## src/common/tlb_selftest_settings.svh

```systemverilog
// tlb self-test sizes, step intervals and final step values
`ifndef TLB_SELFTEST_SETTINGS_SVH
`define TLB_SELFTEST_SETTINGS_SVH

// number of entries in the tlb
`define TLB_ENTRIES 16

// clock cycles between steps on the board and in simulation
`define TLB_STEP_BOARD 30000000
`define TLB_STEP_SIM 5

// number of search vectors, run two per step
`define TLB_SEARCH_VECTORS 26

// counter values of the last read and the last search step
`define TLB_READ_LAST 15
`define TLB_SEARCH_LAST 12

`endif

```

## src/common/selftest_pkg.sv

```systemverilog
// counter and phase types of the tlb self-test harness
`default_nettype none

`include "tlb_selftest_settings.svh"

package selftest_pkg;

    typedef logic [$clog2(`TLB_SEARCH_VECTORS)-1:0] search_id_t;

    // pass and fail are final until the next reset
    typedef enum logic [1:0] {
        PH_WRITE,
        PH_VERIFY,
        PH_PASS,
        PH_FAIL
    } selftest_phase_t;

endpackage

`default_nettype wire

```

## src/common/tlb_pkg.sv

```systemverilog
// field types of a mips-style tlb entry and its index
`default_nettype none

`include "tlb_selftest_settings.svh"

package tlb_pkg;

    // one vpn2 covers an even and an odd page
    typedef logic [18:0] vpn2_t;
    typedef logic [7:0]  asid_t;
    typedef logic [19:0] pfn_t;
    typedef logic [2:0]  cache_attr_t;

    typedef logic [$clog2(`TLB_ENTRIES)-1:0] tlb_index_t;

endpackage

`default_nettype wire

```

## src/rtl/selftest_checker.sv

```systemverilog
// self-test checker comparing tlb read-back and search results with the patterns
`timescale 1ns/1ps
`default_nettype none

module selftest_checker
    import tlb_pkg::*;
(
    // expected and read-back entry
    input  vpn2_t       e_vpn2, r_vpn2,
    input  asid_t       e_asid, r_asid,
    input  logic        e_g, r_g,
    input  pfn_t        e_pfn0, r_pfn0,
    input  cache_attr_t e_c0, r_c0,
    input  logic        e_d0, r_d0,
    input  logic        e_v0, r_v0,
    input  pfn_t        e_pfn1, r_pfn1,
    input  cache_attr_t e_c1, r_c1,
    input  logic        e_d1, r_d1,
    input  logic        e_v1, r_v1,
    // expected and actual search results
    input  logic        x0_found, s0_found, x1_found, s1_found,
    input  tlb_index_t  x0_index, s0_index, x1_index, s1_index,
    input  pfn_t        x0_pfn, s0_pfn, x1_pfn, s1_pfn,
    input  cache_attr_t x0_c, s0_c, x1_c, s1_c,
    input  logic        x0_d, s0_d, x1_d, s1_d,
    input  logic        x0_v, s0_v, x1_v, s1_v,
    output logic        r_error,
    output logic        s0_error,
    output logic        s1_error
);

    // the page fields of a miss carry no meaning, so only found is compared
    function automatic logic search_mismatch(
        input logic        exp_found,
        input tlb_index_t  exp_index,
        input pfn_t        exp_pfn,
        input cache_attr_t exp_c,
        input logic        exp_d,
        input logic        exp_v,
        input logic        got_found,
        input tlb_index_t  got_index,
        input pfn_t        got_pfn,
        input cache_attr_t got_c,
        input logic        got_d,
        input logic        got_v
    );
        return (exp_found != got_found)
            || (exp_found && (exp_index != got_index || exp_pfn != got_pfn
                              || exp_c != got_c || exp_d != got_d || exp_v != got_v));
    endfunction

    assign r_error = (r_vpn2 != e_vpn2) || (r_asid != e_asid) || (r_g != e_g)
                  || (r_pfn0 != e_pfn0) || (r_c0 != e_c0) || (r_d0 != e_d0) || (r_v0 != e_v0)
                  || (r_pfn1 != e_pfn1) || (r_c1 != e_c1) || (r_d1 != e_d1) || (r_v1 != e_v1);

    assign s0_error = search_mismatch(x0_found, x0_index, x0_pfn, x0_c, x0_d, x0_v,
                                      s0_found, s0_index, s0_pfn, s0_c, s0_d, s0_v);

    assign s1_error = search_mismatch(x1_found, x1_index, x1_pfn, x1_c, x1_d, x1_v,
                                      s1_found, s1_index, s1_pfn, s1_c, s1_d, s1_v);

endmodule

`default_nettype wire

```

## src/rtl/selftest_patterns.sv

```systemverilog
// self-test pattern tables for the written entries and the search vectors
`timescale 1ns/1ps
`default_nettype none

module selftest_patterns
    import tlb_pkg::*;
    import selftest_pkg::*;
(
    input  tlb_index_t  w_cnt,
    input  tlb_index_t  r_cnt,
    input  tlb_index_t  s_cnt,
    // entry for the write port
    output vpn2_t       w_vpn2,
    output asid_t       w_asid,
    output logic        w_g,
    output pfn_t        w_pfn0, w_pfn1,
    output cache_attr_t w_c0, w_c1,
    output logic        w_d0, w_v0, w_d1, w_v1,
    // expected read-back entry
    output vpn2_t       e_vpn2,
    output asid_t       e_asid,
    output logic        e_g,
    output pfn_t        e_pfn0, e_pfn1,
    output cache_attr_t e_c0, e_c1,
    output logic        e_d0, e_v0, e_d1, e_v1,
    // search vectors
    output vpn2_t       s0_vpn2, s1_vpn2,
    output logic        s0_odd_page, s1_odd_page,
    output asid_t       s0_asid, s1_asid,
    // expected search results
    output logic        x0_found, x1_found,
    output tlb_index_t  x0_index, x1_index,
    output pfn_t        x0_pfn, x1_pfn,
    output cache_attr_t x0_c, x1_c,
    output logic        x0_d, x0_v, x1_d, x1_v
);

    localparam int entry_w = $bits(vpn2_t) + $bits(asid_t) + 1
                           + 2 * ($bits(pfn_t) + $bits(cache_attr_t) + 2);
    localparam int search_w = $bits(vpn2_t) + 1 + $bits(asid_t) + 1 + $bits(tlb_index_t)
                            + $bits(pfn_t) + $bits(cache_attr_t) + 2;

    search_id_t s0_id;
    search_id_t s1_id;

    // entry table; pfn keys wrap in four bits so entry 15 maps pfn0 to zero
    function automatic logic [entry_w-1:0] entry_row(input tlb_index_t idx);
        tlb_index_t vpn_key;
        tlb_index_t pfn0_key;
        tlb_index_t pfn1_key;
        vpn2_t      vpn2;
        pfn_t       pfn0;
        pfn_t       pfn1;
        logic       g;
        // entries 5 and 7 repeat the vpn2 of the entry below them
        vpn_key  = (idx == 4'd5 || idx == 4'd7) ? idx - 4'd1 : idx;
        pfn0_key = idx + 4'd1;
        pfn1_key = idx + 4'd2;
        vpn2     = vpn_key * 19'h111;
        pfn0     = pfn0_key * 20'h111;
        pfn1     = pfn1_key * 20'h011;
        g        = (idx == 4'd1) || (idx == 4'd3);
        return {vpn2, asid_t'(idx), g, pfn0, 3'd3, 1'b1, 1'b1,
                pfn1, 3'd3, 1'b1, 1'b1};
    endfunction

    // vpn2, odd_page, asid, then found, index, pfn, c, d, v
    function automatic logic [search_w-1:0] search_row(input search_id_t id);
        case (id)
            5'd0:    return {19'h000, 1'b0, 8'h00, 1'b1, 4'd0,  20'h111, 3'd3, 1'b1, 1'b1};
            5'd1:    return {19'h000, 1'b1, 8'h00, 1'b1, 4'd0,  20'h022, 3'd3, 1'b1, 1'b1};
            5'd2:    return {19'h000, 1'b1, 8'h01, 1'b0, 4'd0,  20'h000, 3'd0, 1'b0, 1'b0};
            5'd3:    return {19'h111, 1'b1, 8'h00, 1'b1, 4'd1,  20'h033, 3'd3, 1'b1, 1'b1};
            5'd4:    return {19'h111, 1'b0, 8'h01, 1'b1, 4'd1,  20'h222, 3'd3, 1'b1, 1'b1};
            5'd5:    return {19'h222, 1'b0, 8'h00, 1'b0, 4'd0,  20'h000, 3'd0, 1'b0, 1'b0};
            5'd6:    return {19'h222, 1'b0, 8'h02, 1'b1, 4'd2,  20'h333, 3'd3, 1'b1, 1'b1};
            5'd7:    return {19'h333, 1'b0, 8'h03, 1'b1, 4'd3,  20'h444, 3'd3, 1'b1, 1'b1};
            5'd8:    return {19'h333, 1'b1, 8'h04, 1'b1, 4'd3,  20'h055, 3'd3, 1'b1, 1'b1};
            5'd9:    return {19'h444, 1'b0, 8'h04, 1'b1, 4'd4,  20'h555, 3'd3, 1'b1, 1'b1};
            5'd10:   return {19'h444, 1'b0, 8'h05, 1'b1, 4'd5,  20'h666, 3'd3, 1'b1, 1'b1};
            5'd11:   return {19'h555, 1'b1, 8'h05, 1'b0, 4'd0,  20'h000, 3'd0, 1'b0, 1'b0};
            5'd12:   return {19'h666, 1'b0, 8'h06, 1'b1, 4'd6,  20'h777, 3'd3, 1'b1, 1'b1};
            5'd13:   return {19'h666, 1'b1, 8'h07, 1'b1, 4'd7,  20'h099, 3'd3, 1'b1, 1'b1};
            5'd14:   return {19'h666, 1'b1, 8'h08, 1'b0, 4'd0,  20'h000, 3'd0, 1'b0, 1'b0};
            5'd15:   return {19'h777, 1'b0, 8'h07, 1'b0, 4'd0,  20'h000, 3'd0, 1'b0, 1'b0};
            5'd16:   return {19'h888, 1'b0, 8'h08, 1'b1, 4'd8,  20'h999, 3'd3, 1'b1, 1'b1};
            5'd17:   return {19'h999, 1'b1, 8'h09, 1'b1, 4'd9,  20'h0bb, 3'd3, 1'b1, 1'b1};
            5'd18:   return {19'haaa, 1'b0, 8'h0a, 1'b1, 4'd10, 20'hbbb, 3'd3, 1'b1, 1'b1};
            5'd19:   return {19'hbbb, 1'b1, 8'h0b, 1'b1, 4'd11, 20'h0dd, 3'd3, 1'b1, 1'b1};
            5'd20:   return {19'hccc, 1'b0, 8'h0c, 1'b1, 4'd12, 20'hddd, 3'd3, 1'b1, 1'b1};
            5'd21:   return {19'hddd, 1'b1, 8'h0d, 1'b1, 4'd13, 20'h0ff, 3'd3, 1'b1, 1'b1};
            5'd22:   return {19'heee, 1'b0, 8'h0e, 1'b1, 4'd14, 20'hfff, 3'd3, 1'b1, 1'b1};
            5'd23:   return {19'hfff, 1'b1, 8'h0f, 1'b1, 4'd15, 20'h011, 3'd3, 1'b1, 1'b1};
            5'd24:   return {19'habc, 1'b0, 8'h0f, 1'b0, 4'd0,  20'h000, 3'd0, 1'b0, 1'b0};
            5'd25:   return {19'h123, 1'b1, 8'h03, 1'b0, 4'd0,  20'h000, 3'd0, 1'b0, 1'b0};
            default: return '0;
        endcase
    endfunction

    // each search step runs an even and an odd vector side by side
    assign s0_id = {s_cnt, 1'b0};
    assign s1_id = {s_cnt, 1'b1};

    assign {w_vpn2, w_asid, w_g, w_pfn0, w_c0, w_d0, w_v0,
            w_pfn1, w_c1, w_d1, w_v1} = entry_row(w_cnt);

    assign {e_vpn2, e_asid, e_g, e_pfn0, e_c0, e_d0, e_v0,
            e_pfn1, e_c1, e_d1, e_v1} = entry_row(r_cnt);

    assign {s0_vpn2, s0_odd_page, s0_asid, x0_found, x0_index,
            x0_pfn, x0_c, x0_d, x0_v} = search_row(s0_id);

    assign {s1_vpn2, s1_odd_page, s1_asid, x1_found, x1_index,
            x1_pfn, x1_c, x1_d, x1_v} = search_row(s1_id);

endmodule

`default_nettype wire

```

## src/rtl/selftest_sequencer.sv

```systemverilog
// self-test sequencer with the step counters, the phase FSM and the status lights
`timescale 1ns/1ps
`default_nettype none

`include "tlb_selftest_settings.svh"

module selftest_sequencer
    import tlb_pkg::*;
    import selftest_pkg::*;
(
    input  logic       clk_g,
    input  logic       resetn,
    input  logic       step,
    input  logic       r_error,
    input  logic       s0_error,
    input  logic       s1_error,
    output logic       we,
    output tlb_index_t w_cnt,
    output tlb_index_t r_cnt,
    output tlb_index_t s_cnt,
    output logic [3:0] led_n
);

    localparam tlb_index_t write_last  = tlb_index_t'(`TLB_ENTRIES - 1);
    localparam tlb_index_t read_last   = tlb_index_t'(`TLB_READ_LAST);
    localparam tlb_index_t search_last = tlb_index_t'(`TLB_SEARCH_LAST);

    selftest_phase_t state;
    logic            read_ok;
    logic            search_ok;
    logic            verifying;
    logic            search_error;

    assign verifying    = (state == PH_VERIFY);
    assign search_error = s0_error || s1_error;

    always_ff @(posedge clk_g) begin
        if (!resetn) begin
            state <= PH_WRITE;
        end else begin
            case (state)
                PH_WRITE: begin
                    // the last entry is written at the same edge
                    if (w_cnt == write_last) begin
                        state <= PH_VERIFY;
                    end
                end
                PH_VERIFY: begin
                    if ((!read_ok && r_error) || (!search_ok && search_error)) begin
                        state <= PH_FAIL;
                    end else if (read_ok && search_ok) begin
                        state <= PH_PASS;
                    end
                end
                default: begin
                    state <= state;
                end
            endcase
        end
    end

    always_ff @(posedge clk_g) begin
        if (!resetn) begin
            w_cnt <= '0;
        end else if (state == PH_WRITE && step && w_cnt != write_last) begin
            w_cnt <= w_cnt + 1'b1;
        end
    end

    // read-back and search run side by side once all entries are written
    always_ff @(posedge clk_g) begin
        if (!resetn) begin
            r_cnt   <= '0;
            read_ok <= 1'b0;
        end else if (verifying && !read_ok && !r_error) begin
            if (r_cnt == read_last) begin
                read_ok <= 1'b1;
            end else if (step) begin
                r_cnt <= r_cnt + 1'b1;
            end
        end
    end

    always_ff @(posedge clk_g) begin
        if (!resetn) begin
            s_cnt     <= '0;
            search_ok <= 1'b0;
        end else if (verifying && !search_ok && !search_error) begin
            if (s_cnt == search_last) begin
                search_ok <= 1'b1;
            end else if (step) begin
                s_cnt <= s_cnt + 1'b1;
            end
        end
    end

    assign we = (state == PH_WRITE);

    // lights are active low, in the order error, write, read, search
    assign led_n = {state != PH_FAIL, state == PH_WRITE, !read_ok, !search_ok};

endmodule

`default_nettype wire

```

## src/rtl/step_timer.sv

```systemverilog
// step timer that pulses once every step_cycles+1 clock cycles
`timescale 1ns/1ps
`default_nettype none

`include "tlb_selftest_settings.svh"

module step_timer #(
    parameter int unsigned step_cycles = `TLB_STEP_BOARD
) (
    input  logic clk_g,
    input  logic resetn,
    output logic step
);

    localparam int unsigned cnt_w = (step_cycles > 0) ? $clog2(step_cycles + 1) : 1;

    logic [cnt_w-1:0] count;

    // the counter reloads in the same cycle that step is high
    always_ff @(posedge clk_g) begin
        if (!resetn || step) begin
            count <= cnt_w'(step_cycles);
        end else begin
            count <= count - 1'b1;
        end
    end

    assign step = (count == '0);

endmodule

`default_nettype wire

```

## src/rtl/tlb_selftest_top.sv

```systemverilog
// board top of the tlb self-test, joining timer, sequencer, patterns, checker and tlb
`timescale 1ns/1ps
`default_nettype none

`include "tlb_selftest_settings.svh"

module tlb_selftest_top
    import tlb_pkg::*;
#(
    parameter int unsigned step_cycles = `TLB_STEP_BOARD
) (
    input  logic       clk_g,
    input  logic       resetn,
    output logic [3:0] led_n,
    output tlb_index_t w_cnt,
    output tlb_index_t r_cnt,
    output tlb_index_t s_cnt
);

    logic step;
    logic we;
    logic r_error;
    logic s0_error;
    logic s1_error;

    // written entry, expected entry and read-back entry
    vpn2_t       w_vpn2, e_vpn2, r_vpn2;
    asid_t       w_asid, e_asid, r_asid;
    logic        w_g, e_g, r_g;
    pfn_t        w_pfn0, e_pfn0, r_pfn0;
    cache_attr_t w_c0, e_c0, r_c0;
    logic        w_d0, e_d0, r_d0;
    logic        w_v0, e_v0, r_v0;
    pfn_t        w_pfn1, e_pfn1, r_pfn1;
    cache_attr_t w_c1, e_c1, r_c1;
    logic        w_d1, e_d1, r_d1;
    logic        w_v1, e_v1, r_v1;

    // search vectors, expected results and tlb results
    vpn2_t       s0_vpn2, s1_vpn2;
    logic        s0_odd_page, s1_odd_page;
    asid_t       s0_asid, s1_asid;
    logic        x0_found, x1_found, s0_found, s1_found;
    tlb_index_t  x0_index, x1_index, s0_index, s1_index;
    pfn_t        x0_pfn, x1_pfn, s0_pfn, s1_pfn;
    cache_attr_t x0_c, x1_c, s0_c, s1_c;
    logic        x0_d, x1_d, s0_d, s1_d;
    logic        x0_v, x1_v, s0_v, s1_v;

    step_timer #(.step_cycles(step_cycles)) step_timer_inst (.*);

    selftest_sequencer selftest_sequencer_inst (.*);

    selftest_patterns selftest_patterns_inst (.*);

    selftest_checker selftest_checker_inst (.*);

    // the write and read counters address the entry store directly
    tlb tlb_inst (
        .w_index (w_cnt),
        .r_index (r_cnt),
        .*
    );

endmodule

`default_nettype wire

```

## src/tlb/tlb.sv

```systemverilog
// dual-search tlb entry store with one write port and one read port
`timescale 1ns/1ps
`default_nettype none

`include "tlb_selftest_settings.svh"

module tlb
    import tlb_pkg::*;
(
    input  logic        clk_g,
    // write port
    input  logic        we,
    input  tlb_index_t  w_index,
    input  vpn2_t       w_vpn2,
    input  asid_t       w_asid,
    input  logic        w_g,
    input  pfn_t        w_pfn0, w_pfn1,
    input  cache_attr_t w_c0, w_c1,
    input  logic        w_d0, w_v0, w_d1, w_v1,
    // read port
    input  tlb_index_t  r_index,
    output vpn2_t       r_vpn2,
    output asid_t       r_asid,
    output logic        r_g,
    output pfn_t        r_pfn0, r_pfn1,
    output cache_attr_t r_c0, r_c1,
    output logic        r_d0, r_v0, r_d1, r_v1,
    // search port 0
    input  vpn2_t       s0_vpn2,
    input  logic        s0_odd_page,
    input  asid_t       s0_asid,
    output logic        s0_found,
    output tlb_index_t  s0_index,
    output pfn_t        s0_pfn,
    output cache_attr_t s0_c,
    output logic        s0_d, s0_v,
    // search port 1
    input  vpn2_t       s1_vpn2,
    input  logic        s1_odd_page,
    input  asid_t       s1_asid,
    output logic        s1_found,
    output tlb_index_t  s1_index,
    output pfn_t        s1_pfn,
    output cache_attr_t s1_c,
    output logic        s1_d, s1_v
);

    vpn2_t       ent_vpn2 [`TLB_ENTRIES];
    asid_t       ent_asid [`TLB_ENTRIES];
    logic        ent_g    [`TLB_ENTRIES];
    pfn_t        ent_pfn0 [`TLB_ENTRIES];
    cache_attr_t ent_c0   [`TLB_ENTRIES];
    logic        ent_d0   [`TLB_ENTRIES];
    logic        ent_v0   [`TLB_ENTRIES];
    pfn_t        ent_pfn1 [`TLB_ENTRIES];
    cache_attr_t ent_c1   [`TLB_ENTRIES];
    logic        ent_d1   [`TLB_ENTRIES];
    logic        ent_v1   [`TLB_ENTRIES];

    always_ff @(posedge clk_g) begin
        if (we) begin
            ent_vpn2[w_index] <= w_vpn2;
            ent_asid[w_index] <= w_asid;
            ent_g[w_index]    <= w_g;
            ent_pfn0[w_index] <= w_pfn0;
            ent_c0[w_index]   <= w_c0;
            ent_d0[w_index]   <= w_d0;
            ent_v0[w_index]   <= w_v0;
            ent_pfn1[w_index] <= w_pfn1;
            ent_c1[w_index]   <= w_c1;
            ent_d1[w_index]   <= w_d1;
            ent_v1[w_index]   <= w_v1;
        end
    end

    assign r_vpn2 = ent_vpn2[r_index];
    assign r_asid = ent_asid[r_index];
    assign r_g    = ent_g[r_index];
    assign r_pfn0 = ent_pfn0[r_index];
    assign r_c0   = ent_c0[r_index];
    assign r_d0   = ent_d0[r_index];
    assign r_v0   = ent_v0[r_index];
    assign r_pfn1 = ent_pfn1[r_index];
    assign r_c1   = ent_c1[r_index];
    assign r_d1   = ent_d1[r_index];
    assign r_v1   = ent_v1[r_index];

    // both search units see every entry, the ent_* arrays connect by name
    tlb_search search0_inst (
        .vpn2     (s0_vpn2),
        .odd_page (s0_odd_page),
        .asid     (s0_asid),
        .found    (s0_found),
        .index    (s0_index),
        .pfn      (s0_pfn),
        .c        (s0_c),
        .d        (s0_d),
        .v        (s0_v),
        .*
    );

    tlb_search search1_inst (
        .vpn2     (s1_vpn2),
        .odd_page (s1_odd_page),
        .asid     (s1_asid),
        .found    (s1_found),
        .index    (s1_index),
        .pfn      (s1_pfn),
        .c        (s1_c),
        .d        (s1_d),
        .v        (s1_v),
        .*
    );

endmodule

`default_nettype wire

```

## src/tlb/tlb_search.sv

```systemverilog
// tlb search unit that matches all entries and returns one page of the lowest hit
`timescale 1ns/1ps
`default_nettype none

`include "tlb_selftest_settings.svh"

module tlb_search
    import tlb_pkg::*;
(
    input  vpn2_t       ent_vpn2 [`TLB_ENTRIES],
    input  asid_t       ent_asid [`TLB_ENTRIES],
    input  logic        ent_g    [`TLB_ENTRIES],
    input  pfn_t        ent_pfn0 [`TLB_ENTRIES],
    input  cache_attr_t ent_c0   [`TLB_ENTRIES],
    input  logic        ent_d0   [`TLB_ENTRIES],
    input  logic        ent_v0   [`TLB_ENTRIES],
    input  pfn_t        ent_pfn1 [`TLB_ENTRIES],
    input  cache_attr_t ent_c1   [`TLB_ENTRIES],
    input  logic        ent_d1   [`TLB_ENTRIES],
    input  logic        ent_v1   [`TLB_ENTRIES],
    input  vpn2_t       vpn2,
    input  logic        odd_page,
    input  asid_t       asid,
    output logic        found,
    output tlb_index_t  index,
    output pfn_t        pfn,
    output cache_attr_t c,
    output logic        d,
    output logic        v
);

    logic [`TLB_ENTRIES-1:0] match;

    // a global entry matches under any asid
    always_comb begin
        for (int i = 0; i < `TLB_ENTRIES; i++) begin
            match[i] = (ent_vpn2[i] == vpn2) && (ent_g[i] || ent_asid[i] == asid);
        end
    end

    // scanning downwards leaves the lowest matching entry in index
    always_comb begin
        index = '0;
        for (int i = `TLB_ENTRIES - 1; i >= 0; i--) begin
            if (match[i]) begin
                index = tlb_index_t'(i);
            end
        end
    end

    assign found = |match;
    assign pfn   = odd_page ? ent_pfn1[index] : ent_pfn0[index];
    assign c     = odd_page ? ent_c1[index] : ent_c0[index];
    assign d     = odd_page ? ent_d1[index] : ent_d0[index];
    assign v     = odd_page ? ent_v1[index] : ent_v0[index];

endmodule

`default_nettype wire
```

## config.mk

```make
export PLATFORM = sky130hd
export DESIGN_NAME = tlb_selftest_top
export DESIGN_NICKNAME = d
export VERILOG_FILES = /design/src/common/selftest_pkg.sv /design/src/common/tlb_pkg.sv /design/src/rtl/selftest_checker.sv /design/src/rtl/selftest_patterns.sv /design/src/rtl/selftest_sequencer.sv /design/src/rtl/step_timer.sv /design/src/rtl/tlb_selftest_top.sv /design/src/tlb/tlb.sv /design/src/tlb/tlb_search.sv
export VERILOG_INCLUDE_DIRS = /design/src /design/src/common
export SDC_FILE = /design/constraint.sdc
export NUM_CORES = 1
export LEC_CHECK = 0
export BUFFER_PORTS_ARGS = -buffer_cell sky130_fd_sc_hd__buf_4
export CORE_MARGIN = 8
export CORE_UTILIZATION = 33
export CTS_CLUSTER_SIZE = 25
export DETAILED_ROUTE_END_ITERATION = 8
export GPL_ROUTABILITY_DRIVEN = 0
export GPL_TIMING_DRIVEN = 0
export PLACE_DENSITY_LB_ADDON = 0.15
export SLEW_MARGIN = 30
export SYNTH_ARGS = -nofsm -noshare
export SYNTH_HDL_FRONTEND = slang
export SYNTH_SLANG_ARGS = --single-unit
```

## constraint.sdc

```tcl
create_clock -name clk_g -period 7.2 [get_ports clk_g]
set_input_delay 0.36 -clock clk_g [delete_from_list [all_inputs] [get_ports clk_g]]
set_output_delay 0.36 -clock clk_g [all_outputs]
set_load 0.02 [all_outputs]
```

# == Word level (Yosys, flattened, before mapping) ==
# Memory sizes are Yosys's and may differ from the RTL's. A register that Yosys moved wholly into a read port is not among the register bits.
# Cells that the tools add are included.
# word_totals
latchBits,0
output_inout_bits,16
input_bits,2
mem_count,2
ramBits,0
elab_cells,586
ff_bits,1289
mem_bits_ro,2432
# mem_list
memory,words,word_bits,read_ports,rd_clocked_by_memory_dff,wr,line_no,rtl
(no name shown),32,38,1,1,0,selftest_patterns.sv:69,case (id)
(no name shown),32,38,1,1,0,selftest_patterns.sv:69,
# classes
shift,0
div,0
mux,146
add_sub_neg,8
n_reduce_logical,118
bitwise_logic,19
n_eq_ne,99
n_mul,6
magnitude_cmp,5
# ops
cell,count
$bwmux W320,2
$eq A19 B19 Y1,32
$bmux W20 S4,6
$bwmux W304,1
$mux W20,15
$eq A8 B8 Y1,32
$mux W4,34
$bwmux W128,1
$demux W20 S4,1
$bmux W19 S4,1
$demux W19 S4,1
$bmux W3 S4,6
$or A16 B16 Y16,4
$or A32 B32 Y32,2
$logic_or A1 B1 Y1,59
$mux W19,3
$bmux W1 S4,13
$mul A4 B9 Y13 const B,4
$mux W3,15
$logic_and A1 B1 Y1,44
$ne A20 B20 Y1,2
$and A16 B16 Y16,2
$bmux W8 S4,1
$demux W8 S4,1
41 further kinds,119

# == Depth between registers and ports, before layout ==
# depth
ltp_word,37
ltp_mapped,29

# == Modules after synthesis ==
# Synthesis repeated with hierarchy kept, for this count alone.
# unflattened
hier_cells,6485
area_unflattened_um2,77814.6
# modules_own_cells
module,seq_area_each_um2,n_inst,area_per_inst_um2,cells_each
tlb,37475.9,1,46726.1,1930
tlb_search,0.0,2,12495.7,1901
selftest_patterns,0.0,1,2616.3,349
selftest_checker,0.0,1,1529.0,194
step_timer,500.5,1,1184.9,123
selftest_sequencer,320.3,1,767.0,87

# == Worst setup path after synthesis ==
# OpenSTA, ideal clock, no wires.
# synth_path
path_kind,reg-to-reg
from,"reg, netlist name selftest_patterns_inst.x0_pfn[11]"
to,"reg, netlist name selftest_patterns_inst.x0_index[1]"
stages_incl_launch_ff,23
setup_time_ps,73
arrival_time_ps,5573
slack_ps,1555
path_cell_list,dfxtp_1 buf_6 xnor2_1 a41oi_1 or4_4 a211oi_4 o2111ai_4 nand2_4 mux4_2 or4_1 a21oi_1 a211oi_1 a2111o_1 a2111oi_4 a21oi_2 nor4_4 mux2_2 clkbuf_1 inv_1 ha_1 inv_1 mux2_2 mux2i_1
# synth_via
elab_chain_cells,13
# synth_rtl
item,line_no,rtl
$ne A20 B20 Y1,selftest_checker.sv:48,|| (exp_found && (exp_index != got_index || exp_pfn != got_pfn
$logic_or A1 B1 Y1,selftest_checker.sv:48,
$logic_or A1 B1 Y1 (3 in series),selftest_checker.sv:49,|| exp_c != got_c || exp_d != got_d || exp_v != got_v));
$logic_and A1 B1 Y1,selftest_checker.sv:48,
$logic_or A1 B1 Y1,selftest_checker.sv:48,
$logic_or A1 B1 Y1,selftest_sequencer.sv:35,assign search_error = s0_error || s1_error;
$logic_not A1 Y1,selftest_sequencer.sv:88,end else if (verifying && !search_ok && !search_error) begin
$logic_and A1 B1 Y1,selftest_sequencer.sv:88,
$reduce_and A3 Y1 (no line),--,
$mux W5 (no line) (2 in series),--,
# Every way passes these cells.
# A chain may end at the register's enable or synchronous reset.

# == Worst setup path after layout ==
# layout_path
from,reg tlb_inst.ent_asid[9] (netlist bit)
to,"reg, netlist name selftest_patterns_inst.s1_asid[1]"
# layout_via
elab_chain_cells,36
word_cells_on_any_way,126
cone_classes,eq/ne: 14; mux: 88; bitwise: 2; reduce/logical: 22
# layout_rtl
item,line_no,rtl
"start, declared",tlb.sv:49,asid_t ent_asid [`TLB_ENTRIES];
"start signal, assigned by index",tlb.sv:63,ent_asid[w_index] <= w_asid;
$eq A8 B8 Y1,tlb_search.sv:37,match[i] = (ent_vpn2[i] == vpn2) && (ent_g[i] || ent_asid[i] == asid);
$logic_or A1 B1 Y1,tlb_search.sv:37,
$logic_and A1 B1 Y1,tlb_search.sv:37,
$mux W4 (15 in series),tlb_search.sv:45,if (match[i]) begin
$not A4 Y5 (implied by the code),--,
$bmux W20 S4,tlb_search.sv:52,assign pfn = odd_page ? ent_pfn1[index] : ent_pfn0[index];
$mux W20 (implied by the code) (2 in series),tlb_search.sv:52,
$mux W20,tlb_search.sv:52,
(+2 left out),--,
$logic_or A1 B1 Y1 (3 in series),selftest_checker.sv:49,
$logic_and A1 B1 Y1,selftest_checker.sv:48,
$logic_or A1 B1 Y1,selftest_checker.sv:48,
$logic_or A1 B1 Y1 *,selftest_sequencer.sv:35,
$logic_not A1 Y1 *,selftest_sequencer.sv:88,
$logic_and A1 B1 Y1 *,selftest_sequencer.sv:88,
$reduce_and A3 Y1 (no line) *,--,
$mux W5 (no line) * (2 in series),--,
# Mark *: on every way between the ends. The rest lies on a longest branch, timed or not. The select of a mux whose other input is x is not followed.

==> results by group <==
STA
  • Setup-failing EPs final: 2
  • Period minus WS final: 7.21 ns
  • Slew @ Worst Pin: around 1.1 ns
  • Final Cycle Share: 100%
  • Worst Hold Slack: 0.145 ns
  • Max Freq: 139 MHz
  • Clk_skew: 0.0288 ns
  • Setup ws final: -0.00975 ns
  • Max-slew headroom: 26.4%
  • Slew Viols, Final: 0
  • Final Hold Vio Count: 0

Setup path
  • Critical Path Source Type: flip-flop
  • Reg-to-Reg Start: tlb_inst.ent_asid[9]
  • Critical path arrival: 7.80 ns
  • WS Path Type: flip-flop to flip-flop
  • Flop2flop setup slack: -0.01 ns
  • CP Capture Point: selftest_patterns_inst.s1_asid[1]
  • Crit end category: flip-flop
  • Critical path origin: tlb_inst.ent_asid[9]
  • Critical path required time: approximately 7.8 ns
  • FF-to-FF path depth: 25
  • Worst R2R End: selftest_patterns_inst.s1_asid[1]
  • Largest fanout on the critical path: 13

Logic synthesis
  • Post-synth EDFFs: 416
  • Ys async rst share: 0%
  • Average size of a mapped cell: 11.1 um2
  • Area contributors post-synth: edfxtp_1 (43%), xnor2_1 (6.1%), dfxtp_1 (5.5%), mux2i_1 (5.0%), mux4_2 (4.6%)
  • Yosys top cell by area: edfxtp_1
  • Yosys top cell area share: 42.9%
  • Mapped Cells: 2,633
  • Top_reg_cell synth: edfxtp_1
  • Synthesized area: 0.0291 mm2
  • Seq cells post-synth: a little under 500
  • Synthesis Warnings: 0
  • Sequential element share of the synthesized area: 48.4%
  • Netlist cell types: slightly above 100
  • Net Count, Synth: 2,659

Power and ir drop
  • Cell internal pwr: 0.00510 W
  • Switching part of the total: a little under a quarter
  • Pleak: 11.7 nW
  • Combinational power share: 4.0%
  • Peak supply drop: 188 uV
  • Clock power share: a little under half
  • Pwr Density: 196 mW/mm2
  • Reg power frac: roughly 50%
  • Switching pwr: 0.00161 W

Placed design
  • Post-DP HPWL: 99,800 um
  • Number of I/O port buffers: 17
  • Cells after DPL: 3,837

Detailed routing
  • Iteration-0 DRC Markers: 3,878
  • Post-Route WL: 133,000 um
  • Via-to-Cell Ratio: 6.33
  • 1st-pass router iterations: 8
  • Vias after detailed routing: 25,200
  • Routed Antenna Nets: 0
  • # DRC: 0
  • Post-DR wirelength/cell: 33.4 um

Die
  • Cell Rows: 109
  • I/O pins: 18
  • Die Width: 313 um
  • Chip Height: between 300 and 400 um
  • Die ar.: 0.0981 mm2
  • Core ar.: 0.0880 mm2
  • Initial Utilization: about a third

Clocking
  • Num CTS Buffers: 57
  • CTS Root Cell: clkbuf_16
  • CTS tree: yes
  • Clk_lat worst skew: 0.67 ns
  • Reg clk slew, reported paths: ~0.06 ns
  • H-tree depth: 2
  • Hold buffers post-CTS: 0
  • Largest buffer count on any clock path: 3
  • CTS Sinks: 496

Final layout
  • Finished Layout Cells: 3,977
  • Final net count: between 2,000 and 3,000
  • Area Growth Syn to Fin: 17.8%
  • Share of layout cells above drive strength 1: 18.8%
  • Most common cell after layout, fill and taps aside: edfxtp_1
  • Most frequent cells in the layout: edfxtp_1 (416), nand2_1 (229), xnor2_1 (200)

GRT
  • GRT Util Overall: between 20% and 30%
  • Vias in the first global route: 23,900
  • First-pass GRT wire length: 184,000 um
  • Largest net degree at the start of global routing: 93
  • Initial antenna violation count: 3
  • Grt total ovfl: 0

Flow run
  • MaxCap Viol Count: 0

Outcome
  • Run status: finished with violations
  • Failing checks: setup timing

Min path
  • HP Class: primary input to flip-flop
  • Hold_sp: resetn
[how the worst min path moves through the flow]
stage / endpoint / depth (start not counted)
after floorplan: step_timer_inst.count[0] / 1
after global placement: step_timer_inst.count[0] / 1
after detailed placement: step_timer_inst.count[0] / 1
after CTS: selftest_sequencer_inst.r_cnt[3] / 3
after global routing: selftest_sequencer_inst.r_cnt[3] / 3
final: selftest_sequencer_inst.r_cnt[3] / 3
[sequential cells by signal (all words and copies together), names as in the netlist, 25 cells and up]
name                   count
tlb_inst.ent_asid         64
tlb_inst.ent_pfn0         64
tlb_inst.ent_vpn2         64
tlb_inst.ent_c0           48
tlb_inst.ent_c1           48
tlb_inst.ent_pfn1         48
step_timer_inst.count     25
[Yosys cell counts (all sizes together), types with 8 or more instances]
library cell  instances
nor2                119
mux4                 60
dfxtp                80
o2111ai              11
or3                  32
a211oi               34
nor3                138
a31oi                14
and2                 39
nand4                27
o211ai               32
o22ai                33
or2                  19
and3                 66
xnor2               203
nand2b              111
a21oi                80
a311oi                9
buf                  92
xor2                 24
o21ai                72
a2111oi              23
or4                  20
o311ai               18
mux2                 32
edfxtp              416
inv                  44
nand3                98
mux2i               145
a32oi                21
clkbuf               79
a41oi                35
nand2               233
ha                   24
nor2b                 8
nor4                 39
[routing by layer]
metal,track usage (%),share of wire (%)
met5,0,0
met4,14.6,6.9
met3,6.86,12
met2,38.4,42
met1,34.3,39
[power by group through the flow]
stage / clock [W] / sequential (W) / combinational [W]
floorplan: 0 / 0.00335 / 0.000183
global placement: 0 / 0.00343 / 0.000253
detailed placement: 0 / 0.00343 / 0.000260
CTS: 0.00311 / 0.00337 / 0.000260
global route: 0.00320 / 0.00339 / 0.000288
finish: 0.00307 / 0.00338 / 0.000268
[through the flow]
stage	area (um2)	total power [W]	setup slack, ns	TNS (ns)	util, %
after floorplan	29100	0.00353	1.55	0	-
after global placement	30700	0.00368	-2.39	-86.23	34.9
after detailed placement	31400	0.00369	-1.31	-34.54	35.7
after CTS	34000	0.00674	0.0338	0	38.7
after global routing	34300	0.00688	-0.0838	-0.164	39.0
final	34300	0.00672	-0.00975	-0.0134	39.0
[cells by family after synthesis]
family | after synthesis | share of synthesized area [%]
buffers and inverters | 216 | 3.81
AND/OR/NAND/NOR | 964 | 17.2
flip-flops | 496 | 48.4
AO/OA/AOI/OAI | 469 | 12.0
multiplexers | 237 | 10.9
XOR/XNOR | 227 | 6.82
adder cells (fa/ha/maj) | 24 | 1.03
[final cells by class]
class	instances	area [um2]
Buffer	169	1040
Sequential cell	496	14100
Fill cell	8541	53700
Timing Repair Buffer	70	815
Clock buffer	70	1550
Clock inverter	38	409
Antenna cell	3	7.51
Inverter	45	176
Multi-Input combinational cell	1921	14700
Tap cell	1165	1460
[worst max-delay path, stage by stage (launching register included)]
cell	delay, ns
edfxtp_1	0.53
xnor2_1	0.24
a41oi_1	0.18
or4_4	0.60
a211oi_4	0.21
buf_4	0.19
o2111ai_4	0.26
nand2_4	0.20
buf_6	0.22
buf_8	0.21
buf_6	0.22
nand2_1	0.08
a32oi_1	0.33
a21o_1	0.30
a31oi_1	0.14
a2111o_1	0.47
a2111oi_4	0.44
a21oi_4	0.21
nor4_4	0.33
mux2_2	0.42
clkbuf_2	0.25
inv_1	0.19
ha_1	0.30
inv_1	0.12
mux2_2	0.27
mux2i_1	0.16
[timing repair]
| action | CTS | global route |
|---|---|---|
| buffers inserted | 18 | 12 |
| pin swaps | 14 | 8 |
| gates resized for setup | 104 | 55 |
| hold endpoints to repair | 0 | 0 |
| setup endpoints to repair | 43 | 26 |
Power figures use the tool's default switching activity.
